==> src/hdl/uartDefs_defs.svh <==
// UART build constants. The tick period is divisor << UART_PRESCALE cycles.
// The FIFO depth and the pointer width must agree (depth = 2**aw).
`ifndef UART_DEFS_SVH
`define UART_DEFS_SVH

`define UART_PRESCALE    0          // extra divide bits ahead of the divisor latch
`define UART_FIFO_DEPTH  16         // entries per fifo
`define UART_FIFO_AW     4          // fifo pointer width
`define UART_OVERSAMPLE  16         // ticks per serial bit

`define UART_LCR_RESET   8'h03      // 8 data bits, 1 stop, no parity
`define UART_DIV_RESET   16'd1      // smallest legal latch value

// iir read values, lowest bit set means nothing pending
`define UART_IIR_NONE    8'h01
`define UART_IIR_LINE    8'h06
`define UART_IIR_RXAVAIL 8'h04
`define UART_IIR_THRE    8'h02

`endif
==> src/hdl/uartLinePkg.sv <==
// Serial-line types shared by the transmitter, the receiver and the register file.
`include "uartDefs_defs.svh"
package uartLinePkg;

  // the part of LCR the shifters care about
  typedef struct packed {
    logic [1:0] wordLen;            // 0..3 -> 5..8 data bits
    logic       parityEn;
    logic       evenParity;
    logic       twoStop;
  } frameCfgT;

  // one received character, data right aligned and masked to word length
  typedef struct packed {
    logic       overrun;
    logic       parityErr;
    logic       framingErr;
    logic [7:0] data;
  } rxEntryT;

  typedef logic [`UART_FIFO_AW:0] fifoCountT;   // 0..depth inclusive

  // common to tx and rx shifters
  typedef enum logic [1:0] {
    shIdle,
    shActive,
    shDone
  } shiftStateT;

endpackage

==> src/hdl/uartRegPkg.sv <==
// CPU-side register types for the 16550-style register map.
// MSR and SCR addresses exist in the map but read as zero.
package uartRegPkg;

  typedef logic [7:0]  regByteT;    // bus data byte
  typedef logic [15:0] divisorT;    // {DLM, DLL}

  typedef enum logic [2:0] {
    regRbr = 3'd0,                  // rbr / thr, dll when dlab
    regIer = 3'd1,                  // ier, dlm when dlab
    regIir = 3'd2,                  // iir read, fcr write
    regLcr = 3'd3,
    regMcr = 3'd4,
    regLsr = 3'd5,
    regMsr = 3'd6,                  // not implemented
    regScr = 3'd7                   // not implemented
  } regAddrT;

  typedef struct packed {
    logic       dlab;               // divisor latch access
    logic       brk;                // stored only, no break output
    logic       stickParity;        // stored only
    logic       evenParity;
    logic       parityEn;
    logic       twoStop;
    logic [1:0] wordLen;            // 0..3 -> 5..8 bits
  } lcrT;

  typedef struct packed {
    logic modemEn;                  // no modem source, stored only
    logic lineEn;
    logic threEn;
    logic rxAvailEn;
  } ierT;

  typedef struct packed {
    logic fifoErr;
    logic temt;
    logic thre;
    logic brk;                      // always 0
    logic framingErr;
    logic parityErr;
    logic overrunErr;
    logic dataReady;
  } lsrT;

endpackage

==> src/hdl/uartTop.sv <==
// 16550-style UART top level. Tx and rx share one baud tick.
// In loopback the sout pin holds 1 and sin is ignored.
`timescale 1ns/100ps

module uartTop (
  input  logic                PCLK,
  input  logic                PRESETn,
  input  uartRegPkg::regAddrT addr,
  input  uartRegPkg::regByteT din,
  output uartRegPkg::regByteT dout,
  input  logic                memRdb,
  input  logic                memWrb,
  output logic                intr,
  input  logic                sin,
  output logic                sout
);

  uartLinePkg::frameCfgT  frameCfg;
  uartRegPkg::divisorT    divisor;
  logic                   divLoad, tick;
  logic                   txPush, txFlush, txEmpty, txIdle, soutBit;
  logic [7:0]             txData;
  logic                   rxPop, rxFlush, rxDone, loop, rxIn;
  uartLinePkg::rxEntryT   rxHead, rxFrame;
  uartLinePkg::fifoCountT rxCount;

  uartRegFile regFile (
    .PCLK, .PRESETn, .addr, .din, .memRdb, .memWrb,
    .rxHead, .rxCount, .rxDone, .rxFrame, .txEmpty, .txIdle,
    .dout, .frameCfg, .divisor, .divLoad, .txPush, .txData,
    .rxPop, .txFlush, .rxFlush, .loop, .intr
  );

  uartBaudGen baudGen (.PCLK, .PRESETn, .divisor, .divLoad, .tick);

  uartTx tx (
    .PCLK, .PRESETn, .tick, .frameCfg, .txPush, .txData, .txFlush,
    .txEmpty, .txIdle, .soutBit
  );

  // loopback feeds the shifter output straight back to the receiver
  assign rxIn = loop ? soutBit : sin;
  assign sout = loop ? 1'b1 : soutBit;    // pin parked at mark in loopback

  uartRx rx (
    .PCLK, .PRESETn, .tick, .frameCfg, .serialIn(rxIn), .rxPop, .rxFlush,
    .rxHead, .rxCount, .rxDone, .rxFrame
  );

endmodule

==> src/hdl/uartRx.sv <==
// Receiver, 16x oversampled with a mid-bit sample. Only the first stop bit is checked.
// A start bit that reads high at mid-bit is dropped as noise.
`timescale 1ns/100ps
`include "uartDefs_defs.svh"

module uartRx (
  input  logic                   PCLK,
  input  logic                   PRESETn,
  input  logic                   tick,
  input  uartLinePkg::frameCfgT  frameCfg,
  input  logic                   serialIn,
  input  logic                   rxPop,
  input  logic                   rxFlush,
  output uartLinePkg::rxEntryT   rxHead,
  output uartLinePkg::fifoCountT rxCount,
  output logic                   rxDone,
  output uartLinePkg::rxEntryT   rxFrame
);

  localparam int Depth = `UART_FIFO_DEPTH;
  localparam uartLinePkg::fifoCountT Full = `UART_FIFO_DEPTH;

  logic                     syncA, syncB;        // 2-flop synchronizer
  uartLinePkg::shiftStateT  state;
  logic [3:0]               ovsCnt, bitIdx, lastIdx, numData;
  logic [9:1]               rxBits;              // data and parity, start not kept
  logic [7:0]               dataBits;
  logic                     parityBit, sampleNow, frameEnd;
  uartLinePkg::rxEntryT     newEntry;

  uartLinePkg::rxEntryT     fifoMem [Depth];
  logic [`UART_FIFO_AW-1:0] head, tail;
  uartLinePkg::fifoCountT   count;
  logic                     doPush, doPop;

  always_ff @(posedge PCLK) begin
    if (!PRESETn) begin
      syncA <= 1'b1;
      syncB <= 1'b1;
    end else begin
      syncA <= serialIn;
      syncB <= syncA;
    end
  end

  //////////////////// bit timing
  assign sampleNow = (state == uartLinePkg::shActive) && tick &&
                     (ovsCnt == 4'(`UART_OVERSAMPLE / 2 - 1));   // 8th tick of the bit
  assign lastIdx   = numData + 4'd1 + {3'b0, frameCfg.parityEn}; // stop bit position
  assign frameEnd  = sampleNow && (bitIdx == lastIdx);

  always_ff @(posedge PCLK) begin
    if (!PRESETn) begin
      state  <= uartLinePkg::shIdle;
      ovsCnt <= '0;
      bitIdx <= '0;
      rxDone <= 1'b0;
    end else begin
      rxDone <= frameEnd;
      case (state)
        uartLinePkg::shIdle: if (!syncB) begin   // falling edge, start bit
          state  <= uartLinePkg::shActive;
          ovsCnt <= '0;
          bitIdx <= '0;
        end
        uartLinePkg::shActive: begin
          if (tick) ovsCnt <= ovsCnt + 1'b1;
          if (sampleNow) begin
            bitIdx <= bitIdx + 1'b1;
            if (bitIdx == 4'd0 && syncB) state <= uartLinePkg::shIdle;  // glitch
            else if (frameEnd)           state <= uartLinePkg::shDone;
          end
        end
        // a low stop bit must clear before the next start is armed
        default: if (syncB) state <= uartLinePkg::shIdle;
      endcase
    end
  end

  //////////////////// frame check
  always_comb begin
    numData             = 4'd5 + {2'b00, frameCfg.wordLen};
    dataBits            = rxBits[8:1] & (8'hff >> (2'd3 - frameCfg.wordLen));
    parityBit           = rxBits[numData + 4'd1];
    newEntry.overrun    = (count == Full);       // no room, frame is dropped
    newEntry.parityErr  = frameCfg.parityEn && (^dataBits ^ parityBit ^ ~frameCfg.evenParity);
    newEntry.framingErr = !syncB;                // stop sampled this cycle
    newEntry.data       = dataBits;
  end

  always_ff @(posedge PCLK) begin
    if (sampleNow && bitIdx != 4'd0 && !frameEnd) rxBits[bitIdx] <= syncB;
    if (frameEnd) rxFrame <= newEntry;
  end

  //////////////////// fifo
  assign doPush = frameEnd && (count != Full);
  assign doPop  = rxPop && (count != '0);        // pop on empty ignored

  always_ff @(posedge PCLK) begin
    if (doPush) fifoMem[head] <= newEntry;
  end

  always_ff @(posedge PCLK) begin
    if (!PRESETn || rxFlush) begin
      head  <= '0;
      tail  <= '0;
      count <= '0;
    end else begin
      if (doPush) head <= head + 1'b1;
      if (doPop)  tail <= tail + 1'b1;
      count <= count + uartLinePkg::fifoCountT'(doPush) - uartLinePkg::fifoCountT'(doPop);
    end
  end

  assign rxHead  = (count == '0) ? '0 : fifoMem[tail];
  assign rxCount = count;

  doneAfterActive: assert property (@(posedge PCLK) disable iff (!PRESETn)
    rxDone |-> (state == uartLinePkg::shDone) && ($past(state) == uartLinePkg::shActive));

endmodule

==> src/hdl/uartTx.sv <==
// Transmit FIFO and shifter. A push into a full FIFO is lost. The start bit
// is not tick aligned, so it may run up to one tick short.
`timescale 1ns/100ps
`include "uartDefs_defs.svh"

module uartTx (
  input  logic                  PCLK,
  input  logic                  PRESETn,
  input  logic                  tick,
  input  uartLinePkg::frameCfgT frameCfg,
  input  logic                  txPush,
  input  logic [7:0]            txData,
  input  logic                  txFlush,
  output logic                  txEmpty,
  output logic                  txIdle,
  output logic                  soutBit
);

  localparam int Depth = `UART_FIFO_DEPTH;
  localparam uartLinePkg::fifoCountT Full = `UART_FIFO_DEPTH;

  logic [7:0]               fifoMem [Depth];
  logic [`UART_FIFO_AW-1:0] head, tail;
  uartLinePkg::fifoCountT   count;
  logic                     doPush, doLoad;

  uartLinePkg::shiftStateT  state;
  logic [11:0]              shiftReg, frame;     // lsb goes out first
  logic [3:0]               ovsCnt, bitsLeft, frameLen, numData;
  logic [7:0]               curByte;
  logic                     parityBit, bitEnd;

  //////////////////// fifo
  assign doPush  = txPush && (count != Full);
  assign doLoad  = (state == uartLinePkg::shIdle) && (count != '0);
  assign txEmpty = (count == '0);
  assign txIdle  = txEmpty && (state == uartLinePkg::shIdle);

  always_ff @(posedge PCLK) begin
    if (doPush) fifoMem[head] <= txData;
  end

  always_ff @(posedge PCLK) begin
    if (!PRESETn || txFlush) begin        // flush leaves a frame in flight alone
      head  <= '0;
      tail  <= '0;
      count <= '0;
    end else begin
      if (doPush) head <= head + 1'b1;
      if (doLoad) tail <= tail + 1'b1;
      count <= count + uartLinePkg::fifoCountT'(doPush) - uartLinePkg::fifoCountT'(doLoad);
    end
  end

  //////////////////// frame builder
  always_comb begin
    numData   = 4'd5 + {2'b00, frameCfg.wordLen};
    curByte   = fifoMem[tail] & (8'hff >> (2'd3 - frameCfg.wordLen));  // mask to word length
    parityBit = ^curByte ^ ~frameCfg.evenParity;
    frame     = '1;                       // stop bits and idle padding
    frame[0]  = 1'b0;                     // start
    for (int i = 0; i < 8; i++) begin
      if (i < int'(numData)) frame[i+1] = curByte[i];
    end
    if (frameCfg.parityEn) frame[numData + 4'd1] = parityBit;
    // start + data + parity + 1 or 2 stop
    frameLen  = numData + 4'd2 + {3'b0, frameCfg.parityEn} + {3'b0, frameCfg.twoStop};
  end

  //////////////////// shifter
  assign bitEnd = tick && (ovsCnt == 4'(`UART_OVERSAMPLE - 1));

  always_ff @(posedge PCLK) begin
    if (!PRESETn) begin
      state    <= uartLinePkg::shIdle;
      shiftReg <= '1;                     // line idles high
      ovsCnt   <= '0;
      bitsLeft <= '0;
    end else begin
      case (state)
        uartLinePkg::shIdle: if (doLoad) begin
          shiftReg <= frame;
          ovsCnt   <= '0;
          bitsLeft <= frameLen;           // cfg latched with the frame
          state    <= uartLinePkg::shActive;
        end
        uartLinePkg::shActive: begin
          if (tick) ovsCnt <= ovsCnt + 1'b1;
          if (bitEnd) begin
            shiftReg <= {1'b1, shiftReg[11:1]};
            bitsLeft <= bitsLeft - 1'b1;
            if (bitsLeft == 4'd1) state <= uartLinePkg::shDone;
          end
        end
        default: state <= uartLinePkg::shIdle;   // done lasts one cycle
      endcase
    end
  end

  assign soutBit = shiftReg[0];

  fifoBound: assert property (@(posedge PCLK) disable iff (!PRESETn)
    count <= Full);

endmodule

==> src/hdl/uartBaudGen.sv <==
// 16x oversample tick from the divisor latch. A divisor below 2 gives a stuck-high tick.
`timescale 1ns/100ps
`include "uartDefs_defs.svh"

module uartBaudGen (
  input  logic                PCLK,
  input  logic                PRESETn,
  input  uartRegPkg::divisorT divisor,
  input  logic                divLoad,     // restart on latch write
  output logic                tick
);

  localparam int CntW = 16 + `UART_PRESCALE;

  logic [CntW-1:0] count, limit;
  logic            hit;

  assign limit = CntW'(divisor) << `UART_PRESCALE;   // divisor * 2^prescale
  assign hit   = (count == limit);

  // count runs 1..limit, tick registered off the match
  always_ff @(posedge PCLK) begin
    if (!PRESETn || divLoad) begin
      count <= CntW'(1);
      tick  <= 1'b0;
    end else begin
      tick  <= hit;
      count <= hit ? CntW'(1) : count + 1'b1;
    end
  end

  tickOneCycle: assert property (@(posedge PCLK) disable iff (!PRESETn)
    (tick && divisor > 16'd1) |=> !tick);

endmodule

==> src/hdl/uartRegFile.sv <==
// Register map, line status and interrupt identity. The FIFOs are always on,
// so FCR bit 0 is ignored. Only MCR bit 4 (loopback) is kept.
`timescale 1ns/100ps
`include "uartDefs_defs.svh"

module uartRegFile (
  input  logic                   PCLK,
  input  logic                   PRESETn,
  input  uartRegPkg::regAddrT    addr,
  input  uartRegPkg::regByteT    din,
  input  logic                   memRdb,      // active low, one cycle
  input  logic                   memWrb,      // active low, one cycle
  input  uartLinePkg::rxEntryT   rxHead,
  input  uartLinePkg::fifoCountT rxCount,
  input  logic                   rxDone,
  input  uartLinePkg::rxEntryT   rxFrame,
  input  logic                   txEmpty,
  input  logic                   txIdle,
  output uartRegPkg::regByteT    dout,
  output uartLinePkg::frameCfgT  frameCfg,
  output uartRegPkg::divisorT    divisor,
  output logic                   divLoad,
  output logic                   txPush,
  output logic [7:0]             txData,
  output logic                   rxPop,
  output logic                   txFlush,
  output logic                   rxFlush,
  output logic                   loop,
  output logic                   intr
);

  uartRegPkg::lcrT        lcr;
  uartRegPkg::ierT        ier;
  uartRegPkg::lsrT        lsr;
  logic [1:0]             trigSel;              // fcr[7:6]
  uartLinePkg::fifoCountT trigLevel;
  logic                   wrEn, rdEn, dlab;
  logic                   lsrRead, iirRead;
  logic                   oeFlag, peFlag, feFlag, fifoErrFlag;
  logic                   threSquash;
  logic                   lineIp, rxIp, threIp;
  uartRegPkg::regByteT    iirVal;

  //////////////////// bus decode
  assign wrEn    = !memWrb;
  assign rdEn    = !memRdb;
  assign dlab    = lcr.dlab;
  assign divLoad = wrEn && dlab && (addr == uartRegPkg::regRbr || addr == uartRegPkg::regIer);
  assign txPush  = wrEn && !dlab && (addr == uartRegPkg::regRbr);   // thr write
  assign txData  = din;
  assign txFlush = wrEn && (addr == uartRegPkg::regIir) && din[2];  // fcr self-clearing bits
  assign rxFlush = wrEn && (addr == uartRegPkg::regIir) && din[1];
  assign rxPop   = rdEn && !dlab && (addr == uartRegPkg::regRbr);   // rbr read pops
  assign lsrRead = rdEn && (addr == uartRegPkg::regLsr);
  assign iirRead = rdEn && (addr == uartRegPkg::regIir);

  always_ff @(posedge PCLK) begin
    if (!PRESETn) begin
      lcr     <= `UART_LCR_RESET;
      ier     <= '0;
      trigSel <= '0;
      loop    <= 1'b0;
      divisor <= `UART_DIV_RESET;
    end else if (wrEn) begin
      case (addr)
        uartRegPkg::regRbr: if (dlab) divisor[7:0] <= din;
        uartRegPkg::regIer: begin
          if (dlab) divisor[15:8] <= din;
          else      ier <= din[3:0];
        end
        uartRegPkg::regIir: trigSel <= din[7:6];  // fcr, flush bits act as pulses
        uartRegPkg::regLcr: lcr <= din;
        uartRegPkg::regMcr: loop <= din[4];
        default: ;                                // lsr/msr/scr writes ignored
      endcase
    end
  end

  assign frameCfg = '{wordLen: lcr.wordLen, parityEn: lcr.parityEn,
                      evenParity: lcr.evenParity, twoStop: lcr.twoStop};

  //////////////////// line status
  // a new error in the same cycle as an lsr read survives the clear
  always_ff @(posedge PCLK) begin
    if (!PRESETn) begin
      oeFlag      <= 1'b0;
      peFlag      <= 1'b0;
      feFlag      <= 1'b0;
      fifoErrFlag <= 1'b0;
    end else begin
      oeFlag      <= (oeFlag && !lsrRead) || (rxDone && rxFrame.overrun);
      peFlag      <= (peFlag && !lsrRead) || (rxDone && rxFrame.parityErr);
      feFlag      <= (feFlag && !lsrRead) || (rxDone && rxFrame.framingErr);
      fifoErrFlag <= (fifoErrFlag && !lsrRead && !rxFlush) ||
                     (rxDone && !rxFrame.overrun && (rxFrame.parityErr || rxFrame.framingErr));
    end
  end

  always_comb begin
    lsr            = '0;                // break bit stays 0
    lsr.fifoErr    = fifoErrFlag;       // errored entry went into the fifo
    lsr.temt       = txIdle;
    lsr.thre       = txEmpty;
    lsr.framingErr = feFlag;
    lsr.parityErr  = peFlag;
    lsr.overrunErr = oeFlag;
    lsr.dataReady  = (rxCount != '0);
  end

  //////////////////// interrupts
  always_comb begin
    case (trigSel)
      2'd0:    trigLevel = 5'd1;
      2'd1:    trigLevel = 5'd4;
      2'd2:    trigLevel = 5'd8;
      default: trigLevel = 5'd14;
    endcase
  end

  assign lineIp = ier.lineEn && (oeFlag || peFlag || feFlag);
  assign rxIp   = ier.rxAvailEn && (rxCount >= trigLevel);
  assign threIp = ier.threEn && txEmpty && !threSquash;

  always_comb begin
    if (lineIp)      iirVal = `UART_IIR_LINE;      // highest priority
    else if (rxIp)   iirVal = `UART_IIR_RXAVAIL;
    else if (threIp) iirVal = `UART_IIR_THRE;
    else             iirVal = `UART_IIR_NONE;
  end

  // reading iir while thre is reported hides it until the next push
  always_ff @(posedge PCLK) begin
    if (!PRESETn)                                  threSquash <= 1'b0;
    else if (txPush)                               threSquash <= 1'b0;
    else if (iirRead && iirVal == `UART_IIR_THRE)  threSquash <= 1'b1;
  end

  always_ff @(posedge PCLK) begin
    if (!PRESETn) intr <= 1'b0;
    else          intr <= (iirVal != `UART_IIR_NONE);   // registered, one cycle behind iir
  end

  //////////////////// read mux
  always_comb begin
    dout = '0;
    if (rdEn) begin
      case (addr)
        uartRegPkg::regRbr: dout = dlab ? divisor[7:0] : rxHead.data;
        uartRegPkg::regIer: dout = dlab ? divisor[15:8] : {4'b0, ier};
        uartRegPkg::regIir: dout = iirVal;
        uartRegPkg::regLcr: dout = lcr;
        uartRegPkg::regMcr: dout = {3'b0, loop, 4'b0};
        uartRegPkg::regLsr: dout = lsr;
        default:            dout = '0;             // msr, scr not present
      endcase
    end
  end

  // the cpu side issues one access at a time
  busExclusive: assert property (@(posedge PCLK) disable iff (!PRESETn)
    !(rdEn && wrEn));

endmodule

==> config.mk <==
export PLATFORM = sky130hd
export DESIGN_NAME = uartTop
export DESIGN_NICKNAME = d
export VERILOG_FILES = /design/src/hdl/uartLinePkg.sv /design/src/hdl/uartRegPkg.sv /design/src/hdl/uartTop.sv /design/src/hdl/uartRx.sv /design/src/hdl/uartTx.sv /design/src/hdl/uartBaudGen.sv /design/src/hdl/uartRegFile.sv
export VERILOG_INCLUDE_DIRS = /design/src /design/src/hdl
export SDC_FILE = /design/constraint.sdc
export NUM_CORES = 1
export LEC_CHECK = 0
export BUFFER_PORTS_ARGS = -buffer_cell sky130_fd_sc_hd__clkbuf_2
export CAP_MARGIN = 30
export CORE_MARGIN = 2
export CORE_UTILIZATION = 65
export DETAILED_ROUTE_END_ITERATION = 10
export GPL_TIMING_DRIVEN = 0
export PLACE_DENSITY = 0.83
export SYNTH_ARGS = -nofsm -noshare
export SYNTH_HDL_FRONTEND = slang
export SYNTH_SLANG_ARGS = --single-unit
export TNS_END_PERCENT = 10
==> constraint.sdc <==
create_clock -name PCLK -period 9.9 [get_ports PCLK]
set_clock_uncertainty 0.1 [all_clocks]
set_input_delay 0.495 -clock PCLK [delete_from_list [all_inputs] [get_ports PCLK]]
set_output_delay 0.495 -clock PCLK [all_outputs]
set_load 0.1 [all_outputs]
Word-level counts from Yosys, hierarchy flattened
Memory sizes are Yosys's and may differ from the RTL's. A register that Yosys moved wholly into a read port is not among the register bits.
Cells that the tools add are included.
{"block": "totals", "ram_bits": 304, "register_bits": 127, "input_bits": 16, "output_inout_bits": 10, "n_memories": 2, "elab_cells": 266}
{"block": "op_classes", "n_eq_ne": 27, "n_addsub": 20, "shifts": 1, "bitwise": 9, "reduce_logical": 91, "n_lt_le_gt_ge": 13, "mux": 60}
{"memory": "rx.fifoMem", "words": 16, "width": 11, "rd": 1, "rd_ports_with_merged_regs": 1, "wr": 1, "line_no": "uartRx.sv:31", "rtl": "uartLinePkg::rxEntryT fifoMem [Depth];"}
{"memory": "tx.fifoMem", "words": 16, "width": 8, "rd": 1, "rd_ports_with_merged_regs": 1, "wr": 1, "line_no": "uartTx.sv:22", "rtl": "logic [7:0] fifoMem [Depth];"}
{"cell": "$mux W8", "n": 6}
{"cell": "$pmux W8 S6", "n": 1}
{"cell": "$mux W4", "n": 11}
{"cell": "$logic_and A1 B1 Y1", "n": 41}
{"cell": "$mux W12", "n": 3}
{"cell": "$add A4 B1 Y4 const B", "n": 8}
{"cell": "$pmux W4 S2", "n": 4}
{"cell": "$pmux W12 S2", "n": 1}
{"cell": "$reduce_and A3 Y1", "n": 8}
{"cell": "$mux W2", "n": 9}
{"cell": "$mux W1", "n": 17}
{"cell": "$add A16 B1 Y16 const B", "n": 1}
{"cell": "$and A8 B8 Y8", "n": 2}
{"cell": "$eq A16 B16 Y1", "n": 1}
{"cell": "$lt A3 B4 Y1 const A", "n": 4}
{"cell": "$reduce_xor A8 Y1", "n": 2}
{"cell": "$add A4 B1 Y4", "n": 3}
{"cell": "$bwmux W12", "n": 1}
{"cell": "$pmux W4 S3", "n": 1}
{"cell": "$logic_or A1 B1 Y1", "n": 11}
{"cell": "$add A5 B1 Y5", "n": 2}
{"cell": "$logic_not A1 Y1", "n": 10}
{"cell": "$logic_not A5 Y1", "n": 2}
{"cell": "$lt A4 B5 Y1 const B", "n": 2}
{"cell": "42 further kinds", "n": 70}

Logic depth before layout (Yosys ltp)
{"block": "depth", "ltp_word": 10, "depth_mapped": 17, "mapped_depth_nobuf": 15}

By module
A second synthesis with hierarchy kept.
{"block": "unflattened", "hier_cells": 1347, "area_unflattened_um2": 19448.7}
{"module": "uartRx", "n_inst": 1, "cells_per_inst": 524, "seq_area_each_um2": 6486.2, "area_each_um2": 9201.3}
{"module": "uartTx", "n_inst": 1, "cells_per_inst": 464, "seq_area_each_um2": 4624.4, "area_each_um2": 7085.5}
{"module": "uartRegFile", "n_inst": 1, "cells_per_inst": 251, "seq_area_each_um2": 740.7, "area_each_um2": 2177.1}
{"module": "uartBaudGen", "n_inst": 1, "cells_per_inst": 106, "seq_area_each_um2": 340.3, "area_each_um2": 963.4}
{"module": "uartTop", "n_inst": 1, "cells_per_inst": 2, "seq_area_each_um2": 0.0, "area_each_um2": 21.3}

Least setup slack after synthesis
Ideal clock, no wire load.
{"block": "synth_timing", "kind": "flip-flop to flip-flop", "startpoint": "register regFile.lcr (netlist bit regFile.frameCfg[3])", "endpoint": "memory rx.fifoMem[3][0] (netlist bit) (enable)", "period_less_slack_ns": 3.842, "n_path_buf": 1, "slack_ns": 6.058, "arrival_time_ns": 3.358, "required_ns": 9.417, "setup_time_ns": 0.383, "stages_incl_launch_ff": 11, "cell_sequence": "dfxtp_1 > inv_1 > ha_1 > clkbuf_1 > xnor2_1 > ha_1 > xnor2_1 > nand3_1 > nor4_2 > nand2_1 > nor3_1"}
{"block": "synth_between", "elab_chain_cells": 8}
{"element": "from (decl)", "line_no": "uartRegFile.sv:32", "rtl": "uartRegPkg::lcrT lcr;"}
{"element": "from (signal assigned)", "line_no": "uartRegFile.sv:59", "rtl": "lcr <= `UART_LCR_RESET;"}
{"element": "from (signal assigned)", "line_no": "uartRegFile.sv:72", "rtl": "uartRegPkg::regLcr: lcr <= din;"}
{"element": "$add A3 B2 Y4", "line_no": "uartRx.sv:82", "rtl": "numData = 4'd5 + {2'b00, frameCfg.wordLen};"}
{"element": "$add A4 B1 Y4 (2 in a row)", "line_no": "uartRx.sv:49", "rtl": "assign lastIdx = numData + 4'd1 + {3'b0, frameCfg.parityEn};"}
{"element": "$eq A4 B4 Y1", "line_no": "uartRx.sv:50", "rtl": "assign frameEnd = sampleNow && (bitIdx == lastIdx);"}
{"element": "$logic_and A1 B1 Y1", "line_no": "uartRx.sv:50"}
{"element": "$logic_and A1 B1 Y1", "line_no": "uartRx.sv:97", "rtl": "assign doPush = frameEnd && (count != Full);"}
{"element": "net rx.doPush", "line_no": "uartRx.sv:34", "rtl": "logic doPush, doPop;"}
{"element": "$mux W1", "line_no": "uartRx.sv:101", "rtl": "if (doPush) fifoMem[head] <= newEntry;"}
{"element": "$mux W1 (implied by the code)", "line_no": "uartRx.sv:101"}
{"element": "to (decl)", "line_no": "uartRx.sv:31"}
The timed path passes the listed nets, and every way through them passes these cells.

Final worst setup path
{"block": "layout_timing", "startpoint": "register regFile.lcr (netlist bit regFile.frameCfg[3])", "endpoint": "memory rx.fifoMem[7][2] (netlist bit) (enable)"}
The elaborated chain is that of the path after synthesis.

==> impl_metrics.yaml <==
run_status:
  status: "finished, final reports clean"
yosys:
  postSynthAreaPerCell_sq_um: 13.7
  synthFlopType: "edfxtp_1"
  ys_types: 60
  ys_warn_count: 0
  synth-seq-cells: 391
  async_flop_share_pct: 0
  synth_nets: 1307
  synth_edf_count: 268
  synth_cells: 1242
  yosysTopAreaCell: "edfxtp_1"
  yosysTopAreaCellShare_pct: 47.3
  mappedNetlistArea_sq_um: 17000
  synth.area.top_cells: "edfxtp_1 (47%), dfxtp_1 (14%), mux4_2 (10%)"
  synth-seq-area-share_pct: 61.8
die:
  die_y_um: 166
  core-area_sq_um: 25900
  initial_utilization_pct: 65.7
  row_count: 59
  dieArea_sq_um: 27500
  fp.dieW_um: 166
  top_level_ports: 26
setup_path:
  cp.arrival_ns: 4.57
  worstSetupPathType: "reg2reg"
  start_kind: "flip-flop"
  worstPathRequired_ns: 9.94
  end_kind: "flip-flop"
  worstPathMaxFanout: 10
power_and_ir_drop:
  intPower_mw: 3.03
  power_frac_clock_pct: 35.6
  p_total_mw: 4.22
  comb_power_share_pct: 20.5
  p_per_area_nw_per_um2: 223
  peakVddDrop_mv: 0.235
  p_leak_nw: 6.47
  sw_frac_of_total_pct: 28.2
  p_sw_mw: 1.19
  power.share.sequential_pct: 43.9
sta:
  fmax_mhz: 220
  period_minus_slack_ns: 4.54
  rsz0062_at_grt: "false"
  max-slew-margin-rel_pct: 28.4
  hold_violations: 0
  setup_tns_ns: 0
  setup_viol: 0
  maxSlewViolCount: 0
  tightest_slew_ns: 1.07
  period_share_pct: 45.8
clocking:
  numCtsBuffers: 40
  clk_latency_ns: 0.54
  path_clk_slew_ns: 0.06
  cts_resized: 0
  ctsHoldBuffers: 0
  post_cts_buffers: 0
  htreeDepth: 2
  cts-root-buf: "clkbuf_16"
  cts_tree: "done"
  cts_sinks: 391
  cts_buffer_depth: 3
layout:
  nets: 1380
  area_growth_pct: 11.1
  instances_no_fill: 1681
  fin_util_pct: 73.0
  nFillCells: 1584
  diodes: 0
  design_area_sq_um: 18900
  drive_gt1_share_pct: 13.5
place:
  port_buffers: 23
  hpwl_um: 27500
  place_congestion: 0.932
  place_inst: 1607
  dpl_cell_area_sq_um: 17600
route:
  drt-pass1-iter-count: 8
  remaining_drc_errors: 0
  avgRoutedWirePerCell_um: 24.6
  first_iter_violations: 1305
  vias: 10843
  wirelength_um: 41300
  ant_nets: 0
  via_per_inst: 6.45
global_route:
  grt_max_degree: 22
  grt_overflow: 0
  grtUsageTotal_pct: 30.3
  antenna_found_initial: 1
  grt_pass1_wl_um: 63600
  grt_pass1_vias: 10877
flow_run:
  drv_cap: 0
worst_hold_path:
  min-delay-path-class: "in2reg"
-- worst paths after layout --
check	from	to	cells past startpoint	slack, ns
setup reg to reg	regFile.frameCfg[3]	rx.fifoMem[7][2]	11	5.36
hold reg to reg	rx.syncA	rx.syncB	1	0.31
hold / removal	sin	rx.syncA	3	0.12
setup / recovery	regFile.frameCfg[3]	rx.fifoMem[7][2]	11	5.36
-- layout make-up --
| type | instances | area [sq um] | share of cell area [%] |
|---|---|---|---|
| sequential | 391 | 10500 | 55.6 |
| multi-input combinational | 753 | 6130 | 32.4 |
| clock buffer | 53 | 1070 | 5.66 |
| tap | 335 | 419 | 2.22 |
| buffer | 55 | 233 | 1.23 |
| clock inverter | 20 | 221 | 1.17 |
| timing repair buffer | 31 | 163 | 0.860 |
| inverter | 43 | 161 | 0.854 |
-- worst max-delay path, stage by stage (launching register included) --
cell and delay [ns]:
dfxtp_1 0.55, inv_1 0.34, ha_1 0.38, clkbuf_1 0.29, xnor2_1 0.19, ha_1 0.28, xnor2_1 0.14, nand3_1 0.18
nor4_2 0.43, clkbuf_4 0.30, nand2_1 0.18, nor2_1 0.77
-- per-layer routing --
layer  vias to the layer above  global-route usage [%]  part of all wire, %  wire, um
met5                         -                       0                0.031        13
met4                         2                    13.8                  4.4      1830
met3                       125                    4.58                  7.2      2950
met2                       554                    52.1                   51     21100
met1                      5399                    38.5                   37     15400
li1                       4763                       -                    -         -
-- logic make-up (layout without fill, tap and decap cells) --
kind of cell | count (synthesis) | count (layout) | share of synthesized area, %
buf+inv | 98 | 202 | 2.32
fa+ha+maj | 49 | 49 | 3.74
compound gates | 126 | 126 | 4.82
simple gates | 376 | 376 | 10.3
flops | 391 | 391 | 61.8
xor+xnor | 82 | 82 | 4.38
mux | 120 | 120 | 12.7
-- cell usage in the layout (no fill, tap or decap), drive strengths merged, types with 13 or more instances in the layout --
cell | Yosys | layout
nand2b | 15 | 15
buf | 23 | 30
mux2i | 41 | 41
clkbuf | 32 | 109
a21oi | 42 | 42
o21ai | 23 | 23
dfxtp | 123 | 123
ha | 46 | 46
nor2 | 135 | 135
nand2 | 99 | 99
inv | 42 | 45
mux4 | 76 | 76
clkinv | 1 | 13
edfxtp | 268 | 268
xor2 | 51 | 51
nor3 | 16 | 16
xnor2 | 29 | 29
nand3 | 37 | 37
-- power by group through the flow --
stage | clock, mW | combinational [mW] | sequential (mW)
finish | 1.50 | 0.864 | 1.85
global route | 1.57 | 0.938 | 1.86
CTS | 1.51 | 0.859 | 1.85
detailed placement | 0 | 0.851 | 1.88
global placement | 0 | 0.822 | 1.88
floorplan | 0 | 0.646 | 1.87
-- synth_stat cells (6+ instances only) --
cell,instances
inv_1,41
nor4_1,6
nand3b_1,6
a31oi_1,9
nand2_1,99
nor2b_1,8
buf_1,17
nand2b_1,15
a21oi_1,42
a22oi_1,7
mux4_2,76
or3_1,8
mux2i_1,41
dfxtp_1,123
xnor2_1,29
clkbuf_1,32
o211ai_1,6
nor3_1,16
and2_1,11
a221oi_1,7
nor4b_1,6
nor2_1,135
o21ai_0,20
and3_1,9
ha_1,46
edfxtp_1,268
xor2_1,51
nand3_1,37
nand4_1,7
-- registers in the layout (all words and copies together), names as in the netlist, 2 cells and up, named ones only --
register,flops
regFile.lcr,2
tx.count,5
regFile.frameCfg,5
tx.head,4
rx.rxBits,9
tx.state,2
rx.rxCount,5
rx.fifoMem,128
regFile.ier,4
baudGen.count,16
tx.tail,4
rx.ovsCnt,4
tx.shiftReg,12
rx.rxFrame,3
rx.tail,4
tx.fifoMem,128
rx.head,4
tx.ovsCnt,4
tx.bitsLeft,4
rx.state,2
regFile.trigSel,2
regFile.divisor,16
rx.bitIdx,4
-- metrics by stage --
step | worst slack, ns | hold WS, ns
floorplan | 6.06 | 0.286
global placement | 4.89 | 0.292
detailed placement | 5.09 | 0.294
CTS | 4.98 | 0.108
global route | 5.12 | 0.141
finish | 5.36 | 0.122
No activity file was read; power rests on OpenSTA's default activity.
